`src/verilog/steer_settings.svh`:
```
`ifndef STEER_SETTINGS_SVH
`define STEER_SETTINGS_SVH

// The result bank size. The address width must cover the depth.
`define STEER_ADDR_W 6
`define STEER_DEPTH 64

`endif
```
`src/verilog/steer_pkg.sv`:
```
`include "steer_settings.svh"

package steer_pkg;

   // Seven basis filter responses from the front end.
   typedef struct packed
   {
      logic signed [27:0] f1;
      logic signed [27:0] f2;
      logic signed [27:0] f3;
      logic signed [27:0] h1;
      logic signed [27:0] h2;
      logic signed [27:0] h3;
      logic signed [27:0] h4;
   } basis_t;

   // Complex responses at the zero, positive and negative orientations.
   typedef struct packed
   {
      logic signed [15:0] re_z;
      logic signed [15:0] im_z;
      logic signed [15:0] re_p;
      logic signed [15:0] im_p;
      logic signed [15:0] re_n;
      logic signed [15:0] im_n;
   } resp_t;

   typedef struct packed
   {
      logic                     en;
      logic [`STEER_ADDR_W-1:0] addr;
      resp_t                    data;
   } bank_wr_t;

   typedef struct packed
   {
      logic                     en;
      logic [`STEER_ADDR_W-1:0] addr;
   } bank_rd_t;

endpackage

```
`src/verilog/result_writer.sv`:
```
`timescale 1ns/1ps
`include "steer_settings.svh"

module result_writer
(
   input  logic                  clk,
   input  logic                  rst_n,
   input  logic                  new_data,
   input  steer_pkg::resp_t      resp,
   output steer_pkg::bank_wr_t   wr,
   output logic [15:0]           wr_count
);

   logic [2:0]               strobe_dly; // Follows the three filter stages.
   logic                     wr_en;
   logic [`STEER_ADDR_W-1:0] wr_addr;

   always_ff @(posedge clk)
   begin
      if (!rst_n)
      begin
         strobe_dly <= '0;
         wr_en      <= 1'b0;
         wr_addr    <= '0;
         wr_count   <= '0;
      end
      else
      begin
         strobe_dly <= {strobe_dly[1:0], new_data};
         wr_en      <= strobe_dly[2]; // The filter output is fresh from here on.
         if (wr_en)
         begin
            wr_count <= wr_count + 16'd1;
            if (wr_addr == `STEER_ADDR_W'(`STEER_DEPTH - 1))
               wr_addr <= '0;
            else
               wr_addr <= wr_addr + 1'b1;
         end
      end
   end

   assign wr.en   = wr_en;
   assign wr.addr = wr_addr;
   assign wr.data = resp;   // The filter holds its output until the next strobe arrives.

endmodule

```
`config.mk`:
```
export PLATFORM = sky130hd
export DESIGN_NAME = result_writer
export DESIGN_NICKNAME = d
export VERILOG_FILES = /design/src/verilog/steer_pkg.sv /design/src/verilog/result_writer.sv
export VERILOG_INCLUDE_DIRS = /design/src /design/src/verilog
export SDC_FILE = /design/constraint.sdc
export NUM_CORES = 1
export LEC_CHECK = 0
export BUFFER_PORTS_ARGS = -buffer_cell sky130_fd_sc_hd__buf_2
export CAP_MARGIN = 20
export CORE_AREA = 2 2 86 88
export DETAILED_ROUTE_END_ITERATION = 8
export DIE_AREA = 0 0 88 90
export HOLD_SLACK_MARGIN = 0.02
export PLACE_DENSITY_LB_ADDON = 0.12
export SLEW_MARGIN = 0
export SYNTH_ARGS = -nofsm -noshare
export SYNTH_HDL_FRONTEND = slang
export SYNTH_SLANG_ARGS = --single-unit
```
`constraint.sdc`:
```
create_clock -name clk -period 2 [get_ports clk]
set_clock_uncertainty 0.05 [all_clocks]
set_input_delay 0.6 -clock clk [delete_from_list [all_inputs] [get_ports clk]]
set_output_delay 0.6 -clock clk [all_outputs]
set_load 0.05 [all_outputs]
```
# After elaboration in Yosys (flattened, before gate mapping)
# Index checks and enable logic that the tools add are counted.
[word_totals] elab_cells=8 in_bits=99 reg_bits=26 output_inout_bits=119
[op_classes] addsub=2 n_mux=1 eq_ne=1
[op_table] operator="adder 16 x 1 -> 16 bit, second input constant" count=1
[op_table] operator="adder 6 x 1 -> 6 bit, second input constant" count=1
[op_table] operator="equality test 6 bit, second input constant" count=1
[op_table] operator="2-to-1 mux 6 bit" count=1

# Logic depth before layout (Yosys ltp)
# Gate-level depths: netlist of the first run.
[depth] depth_word=2 ltp_mapped=5 ltp_nobuf=4

# Worst setup path after synthesis of the first run
# Ideal clock, no wire load.
[synth_timing] path_type="reg-to-reg" start="register wr_count[6]" end="register wr_count[15]" required_time_ns=1.831 setup_time_ns=0.119 path_buffers=0 synth_period_minus_slack_ns=1.617 stages_incl_launch_ff=5 setup_slack_ns=0.383 t_arrival_ns=1.448 path_cell_list="dfxtp_1 > and4_4 > and4_1 > nand3_1 > mux2i_1"
[synth_between] elab_chain_len=1
[synth_lines] element="from (decl)" line="result_writer.sv:11" rtl="output logic [15:0] wr_count"
[synth_lines] element="from (signal assigned)" line="result_writer.sv:33" rtl="wr_count <= wr_count + 16'd1;"
[synth_lines] element="adder 16 x 1 -> 16 bit" line="result_writer.sv:33"
# No other way between the ends.
# A chain may end at the register's enable or synchronous reset.

# Worst setup path after layout of the first run
[layout_timing] start="register wr_en" end="output wr[102] in the netlist's numbering"
[layout_rtl] element="from (decl)" line="result_writer.sv:15" rtl="logic wr_en;"
[layout_rtl] element="from (signal assigned)" line="result_writer.sv:30" rtl="wr_en <= strobe_dly[2];"
[layout_rtl] element="to (decl)" line="result_writer.sv:10" rtl="output steer_pkg::bank_wr_t wr,"
# No word-level cell between the ends.

==> flow_summary.ini, run 1 <==
[route]
num_vias = 986
dr.pass1.iters = 3
wl_per_cell_microns = 13.9
wl_mm = 3.35
ant_nets = 0
drt_iter0_drc = 16
drc = 0
vias_per_cell = 4.09

[min_path]
hold_path_end = strobe_dly[1]$_SDFF_PN0_
holdPathStages = 1
hp-start = strobe_dly[0]$_SDFF_PN0_
hp-class = reg2reg

[floorplanning]
die_area_sq_um = 7920
num_rows = 31
die_h_microns = 90
initial_core_util = 0.257
io_pins = 218
die_x_microns = 88
core_area_sq_um = 7020

[critical_path]
cp-start-kind = register
path_cells = buf_2
path_delay_family = flip-flops
end_kind = output port
r2r_cells = 4
slowest_delay_ns = 0.56
cp_num_buf_inv = 1
critPathRequiredTime_ns = 1.35
r2r_end = wr_count[14]$_SDFFE_PN0P_
cp_data_arrival_time_ns = 1.17
cp_max_fo = 9
r2r_slack_ns = 0.45
r2r-start = wr_en$_SDFF_PN0_
critical_path.slowest_cell = dfxtp_1
criticalPathCategory = reg2out

[grt]
grtUsageMet2 = 0.129
grt_busiest_layer = met2
globalRouteMet1Util = 0.0880
grt_usage = 0.0833
grt_pass1_vias = 954
grt_pass1_wl_mm = 5.12
grt_max_degree = 16
overflow = 0
met3_usage = 0.0312
antenna_found_initial = 0

[logic_synthesis]
synth_edf_count = 0
synthCells = 213
syn_avg_cell_area_sq_um = 8.48
yosys.area.top_type = buf_4
synth_top_area_frac = 0.411
yosys-top-cells-count = 99 x buf_4, 26 x dfxtp_1, 17 x nor2_1, 11 x nand2_1, 10 x xor2_1
ys_seq_area_frac = 0.288
yosysMostFrequentCell = buf_4
yosysWarnings = 0
synth.distinct_cells = 22
syn_nets = 314
ys_async_sr_fraction = 0
synth_ff_type = dfxtp_1
netlist_area_sq_um = 1810
ys_top_cells_by_area = buf_4 41%, dfxtp_1 29%, xor2_1 4.8%, nor2_1 3.5%, mux2i_1 3.3%
ys_seq_elements = 26

[cts]
clockBufferDepth = 2
path_clk_slew_ns = 0.09
clk-insertion-delay-late_ns = 0.27
clock_sinks = 26
htreeDepth = 1
cts_made_buffers = 3
cts_setup_buffers = 0
hold_buffers = 0
cts-resized-gates = 0
cts_root_buffer = clkbuf_8
cts_tree = done

[sta]
rsz0062_at_grt = false
setup_ws_ns = 0.176
fin_crit_sh = 0.912
setup_viol = 0
holdWs_ns = 0.395
maxSlewHeadroom = 0.687
slew_viol_final = 0
fin_crit_ns = 1.82
timing.setup.tns_ns = 0
tightest_slew_ns = 0.468
fmax_mhz = 548
hold_viol = 0

[run]
max-cap-violations = 0

[final_layout]
final_util = 0.195
final_area_sq_um = 1370
drive_gt1_frac = 0.218
num_antenna_cells = 0
nNetsFinal = 244
fin_cells = 241
syn_to_final_growth_pct = -24.3

[status]
outcome = finished clean

[place]
place_inst = 237
portBuffers = 25
gp_congestion = 0.663
place_ws_ns = 0.453
dp_hpwl_mm = 2.60
placed_area_sq_um = 1310

[pwr]
power.total_uw = 893
leakage_nw = 0.584
p_per_area_nw_per_um2 = 653
vdd_drop_max_mv = 0.215
[worst max-delay path by stage]
stage                                  start                   endpoint  slack, ns  cells after the start
finish                      wr_en$_SDFF_PN0_                    wr[102]       0.18                      1
detailed placement          wr_en$_SDFF_PN0_  wr_count[14]$_SDFFE_PN0P_       0.45                      4
global placement            wr_en$_SDFF_PN0_  wr_count[14]$_SDFFE_PN0P_       0.50                      4
global route                wr_en$_SDFF_PN0_                    wr[102]       0.11                      1
floorplan           wr_count[6]$_SDFFE_PN0P_  wr_count[15]$_SDFFE_PN0P_       0.38                      4
CTS                         wr_en$_SDFF_PN0_                    wr[102]       0.15                      1
[area by class of cell]
| cell class | instances | area [sq um] |
|---|---|---|
| Sequential cell | 26 | 520 |
| Tap cell | 99 | 124 |
| Multi-Input combinational cell | 85 | 532 |
| Timing Repair Buffer | 26 | 133 |
| Fill cell | 801 | 5650 |
| Inverter | 1 | 3.75 |
| Clock buffer | 4 | 55.1 |
[routing by layer]
| layer | part of all wire | vias up |
|---|---|---|
| li1 | - | 448 |
| met1 | 0.37 | 456 |
| met2 | 0.49 | 56 |
| met3 | 0.088 | 26 |
| met4 | 0.056 | 0 |
| met5 | 0 | - |
[cell usage in the layout, fill, tap and decap left out]
master,count
dfxtp_1,26
buf_2,25
nor2_1,17
nand2_1,11
xor2_1,10
nand4_1,9
mux2i_1,6
and2_1,4
xnor2_1,4
nand2b_1,4
nand3_1,4
clkbuf_8,4
o21ai_0,3
and4_1,3
and3_1,2
or3_1,2
a21oi_1,2
ha_1,2
inv_1,1
and4_4,1
nor3_1,1
buf_4,1
[flip-flops by register name, summed over array words and instances (netlist names)]
| name | cells |
|---|---|
| strobe_dly | 3 |
| wr_en | 1 |
| wr_count | 16 |
| wr_addr | 6 |
[power by group]
| part | internal, mW | total (mW) | switching (mW) |
|---|---|---|---|
| Combinational | 0.00718 | 0.0241 | 0.0169 |
| Clock | 0.176 | 0.345 | 0.169 |
| Sequential | 0.521 | 0.524 | 0.00294 |
| Total | 0.704 | 0.893 | 0.188 |
[logic make-up (layout without fill, tap and decap cells)]
kind of cell    Yosys count  count (layout)  synth area share
compound gates            5               5            0.0138
flops                    26              26             0.288
mux                       6               6            0.0332
xor+xnor                 14              14            0.0679
simple gates             58              58             0.166
buf+inv                 102              31             0.418
fa+ha+maj                 2               2            0.0138
Note: power is estimated with default switching activity, not from simulation.
==> run 2, diff against run 1 <==
- ABC_AREA: default -> 1
- CORE_AREA: 2 2 86 88 -> 2 2 84 86
- DIE_AREA: 0 0 88 90 -> 0 0 86 88
==> flow_summary.ini, run 2 <==
[status]
outcome = finished clean

[sta]
fin_crit_sh = 0.874
rsz0062_at_grt = false
holdWs_ns = 0.369
fmax_mhz = 572
slew_viol_final = 0
timing.setup.tns_ns = 0
fin_crit_ns = 1.75
setup_viol = 0
maxSlewHeadroom = 0.796
tightest_slew_ns = 0.306
hold_viol = 0

[critical_path]
cp_data_arrival_time_ns = 1.10
cp-start-kind = register
r2r-start = wr_en$_SDFF_PN0_
r2r_end = wr_count[13]$_SDFFE_PN0P_
critPathRequiredTime_ns = 1.35
worst-path-stages = 1
critical_path.slowest_cell = dfxtp_1
r2r_slack_ns = 0.59
cp_num_buf_inv = 1
r2r_cells = 7
end_kind = output port
slowest_delay_ns = 0.50
criticalPathCategory = reg2out
path_delay_family = flip-flops
path_cells = buf_2
cp_max_fo = 10

[logic_synthesis]
synth.distinct_cells = 21
netlist_area_sq_um = 1880
synth_top_area_frac = 0.391
yosys-top-cells-count = 98 x buf_4, 39 x nand2_1, 28 x nor2_1, 26 x dfxtp_1, 21 x inv_1
ys_top_cells_by_area = buf_4 39%, dfxtp_1 28%, nand2_1 7.8%, nor2_1 5.6%, inv_1 4.2%
yosys.area.top_type = buf_4
yosysWarnings = 0
synthCells = 260
ys_async_sr_fraction = 0
syn_avg_cell_area_sq_um = 7.24
synth_edf_count = 0
syn_nets = 361
synth_ff_type = dfxtp_1
ys_seq_elements = 26
ys_seq_area_frac = 0.277
yosysMostFrequentCell = buf_4

[route]
ant_nets = 0
wl_per_cell_microns = 12.6
num_vias = 1088
wl_mm = 3.41
drc = 0
dr.pass1.iters = 4
drt_iter0_drc = 36
vias_per_cell = 4.01

[final_layout]
largestRegisters = wr_count x16, wr_addr x6, strobe_dly x3
final_common_cell = nand2_1
fill_cells = 766
largest_register_ffs = 16
syn_to_final_growth_pct = -23.8
top_register = wr_count
drive_gt1_frac = 0.194
num_antenna_cells = 0
final_area_sq_um = 1430
final_cell_mix = 39 x nand2_1, 28 x nor2_1, 26 x dfxtp_1, 25 x buf_2, 21 x inv_1
nNetsFinal = 293

[pwr]
vdd_drop_max_mv = 0.207
p_per_area_nw_per_um2 = 638
leakage_nw = 0.662

[cts]
cts_made_buffers = 3
path_clk_slew_ns = 0.09
htreeDepth = 1
clockBufferDepth = 2
cts-resized-gates = 0
clock_sinks = 26
cts_setup_buffers = 0
hold_buffers = 0
cts_root_buffer = clkbuf_8
clk-insertion-delay-late_ns = 0.27
cts_tree = done

[grt]
grt_max_degree = 17
overflow = 0
antenna_found_initial = 0
grt_pass1_wl_mm = 5.46
grt_pass1_vias = 1069
grt_usage = 0.0921

[floorplanning]
io_pins = 218
num_rows = 30
core_area_sq_um = 6640
die_h_microns = 88
die_x_microns = 86
die_area_sq_um = 7570
initial_core_util = 0.283

[run]
max-cap-violations = 0

[min_path]
hold_path_end = strobe_dly[2]$_SDFF_PN0_
hp-start = strobe_dly[1]$_SDFF_PN0_
holdPathStages = 2
hp-class = reg2reg

[place]
dp_hpwl_mm = 2.60
portBuffers = 25
placed_area_sq_um = 1380
gp_congestion = 0.669
==> run 2: layer usage <==
metal / wire length (microns) / vias up / track usage / part of all wire
li1: - / 563 / - / -
met3: 313 / 14 / 0.0330 / 0.092
met1: 1370 / 472 / 0.104 / 0.40
met4: 72 / 0 / 0.0563 / 0.021
met5: 0 / - / 0 / 0
met2: 1650 / 39 / 0.149 / 0.48
==> run 2: tightest hold or removal path, stage by stage, from the launching register on <==
cell and delay [ns]:
dfxtp_1 0.32, nand2_1 0.04, inv_1 0.04
==> run 2: power by group <==
part	internal [mW]	switching, mW
clock network	0.176	0.179
logic	0.00990	0.0242
registers	0.522	0.00328
==> run 2: worst max-delay path by stage <==
stage / startpoint / to / slack (ns)
floorplan: wr_count[0]$_SDFFE_PN0P_ / wr_count[8]$_SDFFE_PN0P_ / 0.35
global placement: wr_en$_SDFF_PN0_ / wr[102] / 0.55
detailed placement: wr_en$_SDFF_PN0_ / wr[102] / 0.54
CTS: wr_en$_SDFF_PN0_ / wr[102] / 0.22
global route: wr_en$_SDFF_PN0_ / wr[102] / 0.17
finish: wr_en$_SDFF_PN0_ / wr[102] / 0.25
==> run 2: kinds of logic after synthesis <==
group	synth area share
DFF	0.277
xor gates and xnor gates	0.0140
buffers and inverters	0.439
adders and majority gates	0.0133
and+or+nand+nor	0.201
AOI/OAI and AO/OA	0.0559
==> run 2: layout make-up <==
class / count / area, sq um / share of cell area
Multi-Input combinational cell: 112 / 536 / 0.373
Clock buffer: 4 / 55.1 / 0.0384
Sequential cell: 26 / 520 / 0.363
Inverter: 22 / 82.6 / 0.0576
Tap cell: 80 / 100 / 0.0698
Timing Repair Buffer: 27 / 140 / 0.0977
==> run 2: through the flow <==
| stage | cells | worst slack [ns] | total power, mW | util |
|---|---|---|---|---|
| 2_1_floorplan | 260 | 0.350 | 1.08 | - |
| 3_3_place_gp | 267 | 0.548 | 0.573 | 0.208 |
| 3_5_place_dp | 267 | 0.536 | 0.572 | 0.208 |
| 4_1_cts | 271 | 0.217 | 0.944 | 0.216 |
| 5_1_grt | 271 | 0.168 | 0.973 | 0.216 |
| 6_report | 271 | 0.252 | 0.914 | 0.216 |
