<file path="config.mk">
export PLATFORM = sky130hd
export DESIGN_NAME = steer_fltr
export DESIGN_NICKNAME = d
export VERILOG_FILES = /design/src/verilog/steer_pkg.sv /design/src/verilog/steer_fltr.sv
export VERILOG_INCLUDE_DIRS = /design/src /design/src/verilog
export SDC_FILE = /design/constraint.sdc
export NUM_CORES = 1
export LEC_CHECK = 0
export BUFFER_PORTS_ARGS = -buffer_cell sky130_fd_sc_hd__buf_2
export CAP_MARGIN = 20
export CORE_MARGIN = 2
export CORE_UTILIZATION = 40
export CTS_CLUSTER_SIZE = 14
export DETAILED_ROUTE_END_ITERATION = 6
export PLACE_DENSITY_LB_ADDON = 0.25
export RECOVER_POWER = 100
export SLEW_MARGIN = 40
export SYNTH_ARGS = -nofsm -noshare
export SYNTH_HDL_FRONTEND = slang
export SYNTH_SLANG_ARGS = --single-unit
</file>
<file path="constraint.sdc">
create_clock -name clk -period 6 [get_ports clk]
set_clock_uncertainty 0.2 [all_clocks]
set_input_delay 1.2 -clock clk [delete_from_list [all_inputs] [get_ports clk]]
set_output_delay 1.2 -clock clk [all_outputs]
set_load 0.005 [all_outputs]
</file>
<file path="src/verilog/steer_settings.svh">
`ifndef STEER_SETTINGS_SVH
`define STEER_SETTINGS_SVH

// The result bank size. The address width must cover the depth.
`define STEER_ADDR_W 6
`define STEER_DEPTH 64

`endif
</file>
<file path="src/verilog/steer_pkg.sv">
`include "steer_settings.svh"

package steer_pkg;

   // Seven basis filter responses from the front end.
   typedef struct packed
   {
      logic signed [27:0] f1;
      logic signed [27:0] f2;
      logic signed [27:0] f3;
      logic signed [27:0] h1;
      logic signed [27:0] h2;
      logic signed [27:0] h3;
      logic signed [27:0] h4;
   } basis_t;

   // Complex responses at the zero, positive and negative orientations.
   typedef struct packed
   {
      logic signed [15:0] re_z;
      logic signed [15:0] im_z;
      logic signed [15:0] re_p;
      logic signed [15:0] im_p;
      logic signed [15:0] re_n;
      logic signed [15:0] im_n;
   } resp_t;

   typedef struct packed
   {
      logic                     en;
      logic [`STEER_ADDR_W-1:0] addr;
      resp_t                    data;
   } bank_wr_t;

   typedef struct packed
   {
      logic                     en;
      logic [`STEER_ADDR_W-1:0] addr;
   } bank_rd_t;

endpackage

</file>
<file path="src/verilog/steer_fltr.sv">
`timescale 1ns/1ps

module steer_fltr
(
   input  logic              clk,
   input  logic              new_data,
   input  steer_pkg::basis_t basis,
   output steer_pkg::resp_t  resp
);

   steer_pkg::basis_t basis_q;

   // Stage 1 weighted terms, one bit wider than the basis.
   logic signed [28:0] re_z_t;
   logic signed [28:0] im_z_t;
   logic signed [28:0] f1_t;
   logic signed [28:0] f2_t;
   logic signed [28:0] f3_t;
   logic signed [28:0] h1_t;
   logic signed [28:0] h2_t;
   logic signed [28:0] h3_t;
   logic signed [28:0] h4_t;

   // Stage 2 sums.
   logic signed [30:0] re_z_s;
   logic signed [30:0] im_z_s;
   logic signed [30:0] re_p_s;
   logic signed [30:0] im_p_s;
   logic signed [30:0] re_n_s;
   logic signed [30:0] im_n_s;

   always_ff @(posedge clk)
   begin
      if (new_data)
         basis_q <= basis;
   end

   always_ff @(posedge clk)
   begin
      re_z_t <= basis_q.f1;
      im_z_t <= basis_q.h1;
      f1_t   <= basis_q.f1 >>> 1;
      f2_t   <= basis_q.f2 >>> 1;
      f3_t   <= basis_q.f3;
      h1_t   <= (basis_q.h1 >>> 2) + (basis_q.h1 >>> 3); // About 3/8.
      h2_t   <= (basis_q.h2 >>> 2) + (basis_q.h2 >>> 3);
      h3_t   <= basis_q.h3 + (basis_q.h3 >>> 4);         // About 17/16.
      h4_t   <= basis_q.h4 + (basis_q.h4 >>> 4);
   end

   always_ff @(posedge clk)
   begin
      re_z_s <= re_z_t;
      im_z_s <= im_z_t;
      re_p_s <= f1_t - f3_t + f2_t;
      re_n_s <= f1_t + f3_t + f2_t;
      im_p_s <= h1_t - h4_t + h3_t - h2_t; // The odd terms flip sign between orientations.
      im_n_s <= h1_t + h4_t + h3_t + h2_t;
   end

   // Keep the top 16 bits of each sum.
   always_ff @(posedge clk)
   begin
      resp.re_z <= re_z_s[30:15];
      resp.im_z <= im_z_s[30:15];
      resp.re_p <= re_p_s[30:15];
      resp.im_p <= im_p_s[30:15];
      resp.re_n <= re_n_s[30:15];
      resp.im_n <= im_n_s[30:15];
   end

endmodule

</file>
# ---- Word level (Yosys, flattened, before mapping)
# Cells that the tools add are included.
dict set report totals {
  register_bits 712
  in_bits 198
  out_inout_bits 96
  word_cells 42
}
dict set report op_classes {
  addsub 14
}
# cell n
set ops {}
lappend ops {{adder 30 x 29 -> 31 bit} 2}
lappend ops {{adder 29 x 27 -> 30 bit} 2}
lappend ops {{adder 28 x 24 -> 29 bit} 2}
lappend ops {{adder 26 x 25 -> 27 bit} 2}
lappend ops {{adder 31 x 27 -> 31 bit} 1}
lappend ops {{subtractor 31 x 27 -> 31 bit} 1}
lappend ops {{adder 27 x 29 -> 30 bit} 1}
lappend ops {{subtractor 27 x 29 -> 30 bit} 1}
lappend ops {{adder 27 x 28 -> 29 bit} 1}
lappend ops {{subtractor 27 x 28 -> 29 bit} 1}

# ---- Depth between registers and ports, before layout
# Gate-level depths: netlist of run 1.
dict set report logic_depth {
  word_depth 3
  mapped_depth 14
  depth_no_buf 14
}

# ---- Least setup slack after synthesis of run 1
# No wires, ideal clock.
dict set report synth_path {
  kind {reg-to-reg}
  startpoint {register h1_t[5]}
  endpoint {register im_p_s[30]}
  setup_ns 0.128
  arrival_ns 3.224
  t_required_ns 5.672
  path_slack_ns 2.449
  path_stages_with_launch 14
  path_buffers 0
  synth_period_minus_slack_ns 3.551
  cell_sequence {dfxtp_1 inv_1 fa_1 inv_1 fa_1 ha_1 a21o_1 a211oi_1 a31oi_1 a41o_1 a221oi_2 nor2_1 a2111oi_2 xnor2_1}
}
dict set report synth_between {
  elab_chain_cells 3
}
# item line
set synth_lines {}
lappend synth_lines {{start: declaration} steer_fltr.sv:19} ;# logic signed [28:0] h1_t;
lappend synth_lines {{start signal: assignment} steer_fltr.sv:45} ;# h1_t <= (basis_q.h1 >>> 2) + (basis_q.h1 >>> 3);
lappend synth_lines {{subtractor 27 x 29 -> 30 bit} steer_fltr.sv:57} ;# im_p_s <= h1_t - h4_t + h3_t - h2_t;
lappend synth_lines {{adder 30 x 29 -> 31 bit} steer_fltr.sv:57}
lappend synth_lines {{subtractor 31 x 27 -> 31 bit} steer_fltr.sv:57}
lappend synth_lines {{end signal: assignment} steer_fltr.sv:57}
lappend synth_lines {{end: declaration} steer_fltr.sv:28} ;# logic signed [30:0] im_p_s;
# Every way passes these cells.
# A chain may end at the register's enable or synchronous reset.

# ---- Final worst setup path of run 1
# Ends and elaborated chain as after synthesis.

==> results of run 1 <==
[cell usage in the layout (no fill, tap or decap), types with 7 or more instances in the layout]
master,n
sky130_fd_sc_hd__inv_1,449
sky130_fd_sc_hd__dfxtp_1,382
sky130_fd_sc_hd__ha_1,219
sky130_fd_sc_hd__buf_2,200
sky130_fd_sc_hd__edfxtp_1,190
sky130_fd_sc_hd__fa_1,174
sky130_fd_sc_hd__a21oi_1,133
sky130_fd_sc_hd__xnor2_1,98
sky130_fd_sc_hd__nor2_1,96
sky130_fd_sc_hd__clkbuf_1,95
sky130_fd_sc_hd__o21ai_0,78
sky130_fd_sc_hd__a21o_1,76
sky130_fd_sc_hd__clkbuf_16,70
sky130_fd_sc_hd__nand2_1,63
sky130_fd_sc_hd__xor2_1,36
sky130_fd_sc_hd__nor3_1,34
sky130_fd_sc_hd__nand3_1,31
sky130_fd_sc_hd__o21a_1,24
sky130_fd_sc_hd__o21bai_1,21
sky130_fd_sc_hd__a211oi_1,19
sky130_fd_sc_hd__nand4_1,17
sky130_fd_sc_hd__a31oi_1,15
sky130_fd_sc_hd__nand2b_1,15
sky130_fd_sc_hd__and3_1,13
sky130_fd_sc_hd__nor2b_1,12
sky130_fd_sc_hd__or3_1,12
sky130_fd_sc_hd__clkbuf_8,11
sky130_fd_sc_hd__o211ai_1,10
sky130_fd_sc_hd__o31ai_1,10
sky130_fd_sc_hd__bufinv_16,9
sky130_fd_sc_hd__inv_6,8
sky130_fd_sc_hd__a221oi_1,7
sky130_fd_sc_hd__a21boi_0,7
[worst max-delay path, stage by stage, from the launching register on]
cell	delay (ns)
sky130_fd_sc_hd__dfxtp_1	0.30
sky130_fd_sc_hd__inv_1	0.07
sky130_fd_sc_hd__fa_1	0.53
sky130_fd_sc_hd__inv_1	0.05
sky130_fd_sc_hd__fa_1	0.43
sky130_fd_sc_hd__ha_1	0.32
sky130_fd_sc_hd__a21o_1	0.19
sky130_fd_sc_hd__a211oi_1	0.21
sky130_fd_sc_hd__a31oi_1	0.18
sky130_fd_sc_hd__a41o_1	0.37
sky130_fd_sc_hd__a221oi_1	0.68
sky130_fd_sc_hd__nor2_1	0.12
sky130_fd_sc_hd__a2111oi_0	0.55
sky130_fd_sc_hd__xnor2_1	0.14
[how the worst min path moves through the flow]
stage | slack (ns) | cells after the start | from | end
final | 0.11 | 0 | re_z_s[22] | resp[87]
after floorplan | 0.11 | 0 | im_z_t[15] | im_z_s[15]
after detailed placement | 0.11 | 0 | im_z_t[24] | im_z_s[24]
after global routing | 0.13 | 0 | basis_q[126] | f3_t[14]
after global placement | 0.11 | 0 | re_z_s[15] | resp[80]
after CTS | 0.12 | 0 | re_z_s[22] | resp[87]
[flip-flops by register name, indices dropped and copies added, names as in the netlist]
signal	count
basis_q	190
f1_t	27
resp	88
h1_t	27
re_n_s	15
im_z_t	12
im_p_s	16
f2_t	27
h4_t	29
h2_t	27
re_z_s	13
h3_t	29
re_p_s	15
im_n_s	16
im_z_s	13
f3_t	28
[cell usage after synthesis (all sizes together), types with 15 or more instances]
master	instances	area (sq um)
a21o	76	570.6
o21bai	21	157.7
nand3	31	155.2
ha	219	2740
nor3	34	170.2
fa	174	3483
a21oi	133	669.4
a31oi	15	93.84
nand4	17	106.4
xor2	36	315.3
o21ai	78	401.6
edfxtp	190	5705
a211oi	19	147.6
nor2	96	360.4
inv	449	1685
nand2b	15	93.84
xnor2	98	858.3
dfxtp	382	7647
o21a	24	180.2
nand2	63	236.5
[layout make-up]
class                      instances  area [sq um]
clock buffer                      91          1931
tap                              873          1092
sequential                       572         13350
timing repair buffer             288          1343
inverter                         449          1685
fill                            6130         35330
clock inverter                    33         471.7
multi-input combinational       1308         11950
[per-layer routing]
metal / vias up / share of wire / global-route usage
met5: - / 0 / 0
met4: 0 / 0.036 / 0.06726
met3: 134 / 0.040 / 0.02935
met2: 377 / 0.49 / 0.2936
met1: 8237 / 0.44 / 0.2030
li1: 8528 / - / -
[through the flow]
| stage | setup slack [ns] | utilization | hold slack, ns | power, mW |
|---|---|---|---|---|
| after global placement | 1.820 | 0.4409 | 0.1111 | 13.99 |
| final | 1.536 | 0.4739 | 0.1073 | 18.25 |
| after floorplan | 2.449 | - | 0.1096 | 11.72 |
| after global routing | 1.305 | 0.4739 | 0.1260 | 19.92 |
| after CTS | 1.782 | 0.4767 | 0.1175 | 18.64 |
| after detailed placement | 1.820 | 0.4409 | 0.1121 | 14.17 |
[report_power, final]
| part | switching [mW] | internal (mW) |
|---|---|---|
| clock | 1.65 | 2.68 |
| sequential | 0.387 | 5.00 |
| combinational | 4.82 | 3.71 |
[cells by family after synthesis]
logic type                 after synthesis  share of synthesized area
DFF                                    572                     0.4921
adders and majority gates              393                     0.2293
buffers and inverters                  463                    0.06520
xor gates and xnor gates               134                    0.04325
AOI/OAI and AO/OA                      456                     0.1116
muxes                                    2                  0.0007378
and+or+nand+nor                        323                    0.05777
==> PnR_summary.wiki, run 1 <==
{| class="wikitable"
! Metric !! Value
|-
| Status || finished, violations left
|-
| Violations in the final reports || max-capacitance violations, max-slew violations
|-
| Diodes inserted || 0
|-
| Count of input and output buffers || 287
|-
| Post-cts sizing count || 0
|-
| HPWL Detailed || 44.57 mm
|-
| CTS root buffer || sky130_fd_sc_hd__clkbuf_16
|-
| Fraction of registers with async set or reset after synthesis || 0
|-
| Via count of the first global-routing pass || 18510
|-
| Average cell area after synthesis || 11.58 sq um
|-
| Die height || 264.5 um
|-
| Highest Clock Rate || 224.0 MHz
|-
| Register-to-Register Setup Slack || 1.54 ns
|-
| Timing startpoint of the critical path || h1_t[5]
|-
| IO Pins || 294
|-
| Overall overflow remaining after global route || 0
|-
| Crit path launch type || flop
|-
| Power Density || 573.5 nW/um^2
|-
| Post-route standard cell area excluding fillers || 31830 sq um
|-
| Fraction of layout cells with a size suffix above 1 || 0.1175
|-
| Max Root-Sink Buffers || 3
|-
| Total cell area at the placement stage || 29610 sq um
|-
| H-tree lvl count || 3
|-
| Synth Instances || 2343
|-
| Number of placed cells counting well taps || 3490
|-
| Biggest fanout along the worst timing path || 4
|-
| Placement Rows || 95
|-
| Worst ir drop on vdd || 0.2592 mV
|-
| Setup TNS || 0 ns
|-
| Pins Over Slew Limit || 120
|-
| Crit path to || im_p_s[30]
|-
| Via count normalized by instance count || 4.780
|-
| Total of warnings raised by yosys || 0
|-
| Count of nets after finishing || 3277
|-
| Area growth from synthesis to layout || 17.28%
|-
| Worst reg2reg endpoint || im_p_s[30]
|-
| Pin count of the biggest net entering global routing || 120
|-
| DRC violations left || 0
|-
| Cts bufs inserted || 67
|-
| Final setup violating endpoints || 0
|-
| DRC marker count from the first detailed-route iteration || 598
|-
| Post-synth EDFFs || 190
|-
| Detailed Routing Iterations Pass 1 || 6
|-
| Die Area || 69940 sq um
|-
| Buffers inserted during post-CTS setup optimization || 0
|-
| WP data arrival || 4.73 ns
|-
| Die X || 264.5 um
|-
| Reg2Reg Launch Point || h1_t[5]
|-
| Insertion delay of the later-clocked pin in the worst-skew pair || 0.60 ns
|-
| Final Hold Violating Endpoints || 0
|-
| Routed WL per cell || 16.00 um
|-
| Post-synthesis sequential area ratio || 0.4921
|-
| Period utilization || 0.7440
|-
| Clock sink count || 572
|-
| Type of the setup path with the least slack || flop to flop
|-
| Endpoint kind of the worst setup timing path || flop
|-
| CTS tree || yes
|-
| Max-slew headroom at the worst pin || -1.057
|-
| Summed instance area of the synthesized netlist || 27140 sq um
|-
| Wire length of the first global-routing pass || 92.58 mm
|-
| Number of nets produced by synthesis || 2934
|-
| Number of antenna violations at the first check in global routing || 0
|-
| Clock slew at the register clock pins of the worst setup and hold paths || 0.07 ns
|-
| Std-Cell Core Area || 67160 sq um
|-
| Leakage component of the power || 14.73 nW
|-
| Initial standard-cell utilization of the core || 0.4041
|-
| GP Congestion || 0.8635
|-
| Finished Layout Cells || 3614
|-
| Total Routed Length || 57.83 mm
|-
| WP data required || 6.26 ns
|-
| Detail Route Antenna Nets || 0
|-
| Slew at the pin closest to its max-slew limit || 3.086 ns
|-
| Unrepaired setup endpoints after global routing || no
|-
| Min Clock Period, post-route || 4.464 ns
|-
| Max-Cap Viols || 1
|-
| Hold/Removal Path Class || flop to flop
|-
| Vias after detailed routing || 17276
|-
| Number of unique standard cell types used by synthesis || 69
|-
| CTS Hold Bufs || 0
|-
| Count of state elements after synthesis || 572
|-
| Synth Flop Type || sky130_fd_sc_hd__dfxtp_1
|-
| Total routing resource utilization after global routing || 0.1671
|-
| Worst Reg2Reg Path Length in Cells || 13
|}
No activity file was read; power rests on OpenSTA's default activity.
==> inputs of run 2 (changes only) <==
Clock period 6 ns to 4.25 ns, I/O delays scaled along.
==> run 2 against run 1 <==
The run still ends with max-capacitance violations, max-slew violations left. Critical path depth shrank 1. Sequential power grew 41%. Global-route usage is essentially flat. Total power grew 39%. Core utilization shrank 0.21 points. Count of clock-buffer cells in the layout shrank 4. Worst setup slack lost 1.3 ns. Design area shrank 0.44%.
==> PnR_summary.wiki, run 2 (same netlist as run 1, synthesis figures left out) <==
{| class="wikitable"
! Metric !! Value
|-
| Status || finished, violations left (unchanged)
|-
| Violations in the final reports || max-capacitance violations, max-slew violations (unchanged)
|-
| Switching share of power || 0.3799 (was 0.3760)
|-
| Fraction of layout cells with a size suffix above 1 || 0.1232 (was 0.1175)
|-
| Buffers inserted during post-CTS setup optimization || 0 (unchanged)
|-
| Die height || 264.5 um (unchanged)
|-
| CTS tree || yes (unchanged)
|-
| Setup TNS || 0 ns (unchanged)
|-
| Critical path buffer and inverter count || 2 (unchanged)
|-
| Initial standard-cell utilization of the core || 0.4041 (unchanged)
|-
| Leading cell types in the layout, fill and taps excluded || sky130_fd_sc_hd__inv_1 (449), sky130_fd_sc_hd__dfxtp_1 (382), sky130_fd_sc_hd__ha_1 (219), sky130_fd_sc_hd__buf_2 (214), sky130_fd_sc_hd__edfxtp_1 (190) (was sky130_fd_sc_hd__inv_1 (449), sky130_fd_sc_hd__dfxtp_1 (382), sky130_fd_sc_hd__ha_1 (219), sky130_fd_sc_hd__buf_2 (200), sky130_fd_sc_hd__edfxtp_1 (190))
|-
| Delay contributed by the slowest stage of the critical path || 0.69 ns (was 0.68 ns)
|-
| Register-to-Register Setup Slack || 0.21 ns (was 1.54 ns)
|-
| DRC violations left || 0 (unchanged)
|-
| Vias after detailed routing || 17241 (was 17276)
|-
| Via count of the first global-routing pass || 18352 (was 18510)
|-
| Leakage component of the power || 14.68 nW (was 14.73 nW)
|-
| Placement Rows || 95 (unchanged)
|-
| Internal power || 15.71 mW (was 11.39 mW)
|-
| Clock sink count || 572 (unchanged)
|-
| Largest reg by FF count || basis_q (unchanged)
|-
| Worst reg2reg endpoint || re_p_s[29] (was im_p_s[30])
|-
| Clock slew at the register clock pins of the worst setup and hold paths || 0.06 ns (was 0.07 ns)
|-
| Cts bufs inserted || 66 (was 67)
|-
| Insertion delay of the later-clocked pin in the worst-skew pair || 0.60 ns (about the same)
|-
| CTS Hold Bufs || 0 (unchanged)
|-
| Via count normalized by instance count || 4.765 (was 4.780)
|-
| Endpoint kind of the worst setup timing path || flop (unchanged)
|-
| Period utilization || 0.9511 (was 0.7440)
|-
| Number of placed cells counting well taps || 3496 (was 3490)
|-
| Max-slew headroom at the worst pin || -0.3350 (was -1.057)
|-
| Area growth from synthesis to layout || 16.76% (was 17.28%)
|-
| Crit path launch type || flop (unchanged)
|-
| H-tree lvl count || 3 (unchanged)
|-
| Count of input and output buffers || 287 (unchanged)
|-
| HPWL Detailed || 45.31 mm (was 44.57 mm)
|-
| GP Congestion || 0.8771 (was 0.8635)
|-
| Largest registers ranked by flip-flop count || basis_q: 190 flops, resp: 88 flops (unchanged)
|-
| DRC marker count from the first detailed-route iteration || 846 (was 598)
|-
| Number of antenna violations at the first check in global routing || 2 (was 0)
|-
| Slew at the pin closest to its max-slew limit || 2.003 ns (was 3.086 ns)
|-
| Worst Reg2Reg Path Length in Cells || 12 (was 13)
|-
| Std-Cell Core Area || 67160 sq um (unchanged)
|-
| Die Area || 69940 sq um (unchanged)
|-
| Wire length of the first global-routing pass || 92.38 mm (was 92.58 mm)
|-
| Detailed Routing Iterations Pass 1 || 5 (was 6)
|-
| Critical-path cell with the highest stage delay || sky130_fd_sc_hd__o21ai_0 (was sky130_fd_sc_hd__a221oi_1)
|-
| Worst ir drop on vdd || 0.3835 mV (was 0.2592 mV)
|-
| Final setup violating endpoints || 0 (unchanged)
|-
| Number of stages on the worst setup path || 12 (was 13)
|-
| Met1 Usage GRT || 0.2059 (was 0.2030)
|-
| Max-Cap Viols || 3 (was 1)
|-
| Reg2Reg Launch Point || f1_t[10] (was h1_t[5])
|-
| Min Clock Period, post-route || 4.042 ns (was 4.464 ns)
|-
| Global routing met2 resource utilization || 0.2882 (was 0.2936)
|-
| Flip-flop count of the largest register after layout || 190 (unchanged)
|-
| WP data required || 4.52 ns (was 6.26 ns)
|-
| Pins Over Slew Limit || 195 (was 120)
|-
| Worst path top cell family by delay || compound AO/OA/AOI/OAI gates (unchanged)
|-
| Pin count of the biggest net entering global routing || 72 (was 120)
|-
| CTS root buffer || sky130_fd_sc_hd__clkbuf_16 (unchanged)
|-
| Die X || 264.5 um (unchanged)
|-
| Crit path to || re_p_s[29] (was im_p_s[30])
|-
| Type of the setup path with the least slack || flop to flop (unchanged)
|-
| Final Hold Violating Endpoints || 0 (unchanged)
|-
| Most common library cell in the layout ignoring fill and taps || sky130_fd_sc_hd__inv_1 (unchanged)
|-
| Post-cts sizing count || 0 (unchanged)
|-
| Max Root-Sink Buffers || 3 (unchanged)
|-
| Crit path cell chain || inv_1 -> fa_1 -> ha_1 -> nand3_1 -> nor2_1 -> o211ai_1 -> a31oi_1 -> nor4_1 -> clkbuf_1 -> o21ai_0 -> a2111oi_0 -> a211o_1 (was inv_1 -> fa_1 -> inv_1 -> fa_1 -> ha_1 -> a21o_1 -> a211oi_1 -> a31oi_1 -> a41o_1 -> a221oi_1 -> nor2_1 -> a2111oi_0 -> xnor2_1)
|-
| Timing startpoint of the critical path || f1_t[10] (was h1_t[5])
|-
| Total routing resource utilization after global routing || 0.1673 (was 0.1671)
|-
| Net load switching power || 9.624 mW (was 6.863 mW)
|-
| Most utilized layer in the global route result || met2 (unchanged)
|-
| Biggest fanout along the worst timing path || 6 (was 4)
|-
| Detail Route Antenna Nets || 0 (unchanged)
|-
| Hold/Removal Path Class || flop to flop (unchanged)
|-
| Overall overflow remaining after global route || 0 (unchanged)
|-
| Clock network power share || 0.223 (was 0.237)
|-
| Power Density || 799.5 nW/um^2 (was 573.5 nW/um^2)
|-
| Finished Layout Cells || 3618 (was 3614)
|-
| Count of nets after finishing || 3282 (was 3277)
|-
| WP data arrival || 4.31 ns (was 4.73 ns)
|-
| Global-route track usage on met3 || 0.03270 (was 0.02935)
|-
| Sequential group share of total power || 0.301 (was 0.295)
|-
| Unrepaired setup endpoints after global routing || no (unchanged)
|-
| Proportion of power drawn by combinational gates || 0.477 (was 0.467)
|-
| IO Pins || 294 (unchanged)
|-
| Highest Clock Rate || 247.4 MHz (was 224.0 MHz)
|-
| Routed WL per cell || 16.00 um (about the same)
|-
| Total Routed Length || 57.90 mm (was 57.83 mm)
|}
## run 2: cell types whose count changed in the layout (fill, tap and decap cells not counted), moves of 3 or more
cell | before | now
sky130_fd_sc_hd__clkbuf_8 | 11 | 4
sky130_fd_sc_hd__inv_6 | 8 | 2
sky130_fd_sc_hd__buf_2 | 200 | 214
sky130_fd_sc_hd__bufinv_16 | 9 | 4
sky130_fd_sc_hd__clkinv_4 | 5 | 2
sky130_fd_sc_hd__clkbuf_1 | 95 | 90
sky130_fd_sc_hd__clkinv_2 | 2 | 12
sky130_fd_sc_hd__clkinvlp_4 | 4 | 7
## run 2: power groups by stage
stage / clock [mW] / sequential [mW] / combinational, mW
after floorplan: 0 / 7.54 / 9.01
after global placement: 0 / 7.73 / 12.0
after detailed placement: 0 / 7.74 / 12.3
after CTS: 5.84 / 7.63 / 12.4
after global routing: 6.06 / 7.74 / 13.9
final: 5.64 / 7.62 / 12.1
## run 2: cell type report
cell class                      count  area, sq um
Antenna cell                        1        2.502
Fill cell                        6087        35470
Inverter                          449         1685
Tap cell                          873         1092
Clock buffer                       87         1834
Multi-Input combinational cell   1308        11980
Clock inverter                     34        357.8
Sequential cell                   572        13350
Timing Repair Buffer              294         1379
## run 2: worst min-delay path by stage
stage / end / startpoint / depth (start not counted) / slack [ns]
detailed placement: resp[80] / re_z_s[15] / 0 / 0.11
floorplan: im_z_s[15] / im_z_t[15] / 0 / 0.11
global route: resp[23] / re_n_s[22] / 0 / 0.13
finish: f2_t[4] / basis_q[145] / 0 / 0.12
global placement: resp[80] / re_z_s[15] / 0 / 0.11
CTS: f2_t[4] / basis_q[145] / 0 / 0.12
## run 2: stage by stage
stage	instance area [sq um]	power [mW]	setup slack (ns)	hold slack, ns	util
after floorplan	27140	16.55	0.6987	0.1096	-
after global placement	29670	19.74	0.2756	0.1103	0.4418
after detailed placement	29670	20.06	0.2200	0.1121	0.4418
after CTS	31860	25.86	0.2358	0.1242	0.4744
after global routing	31680	27.70	0.02778	0.1269	0.4717
final	31680	25.33	0.2080	0.1226	0.4718
## run 2: per-layer routing
layer | share of wire | wire, um | vias up
li1 | - | - | 8531
met1 | 0.44 | 25440 | 8158
met2 | 0.48 | 27750 | 422
met3 | 0.043 | 2513 | 130
met4 | 0.038 | 2189 | 0
met5 | 0 | 0 | -
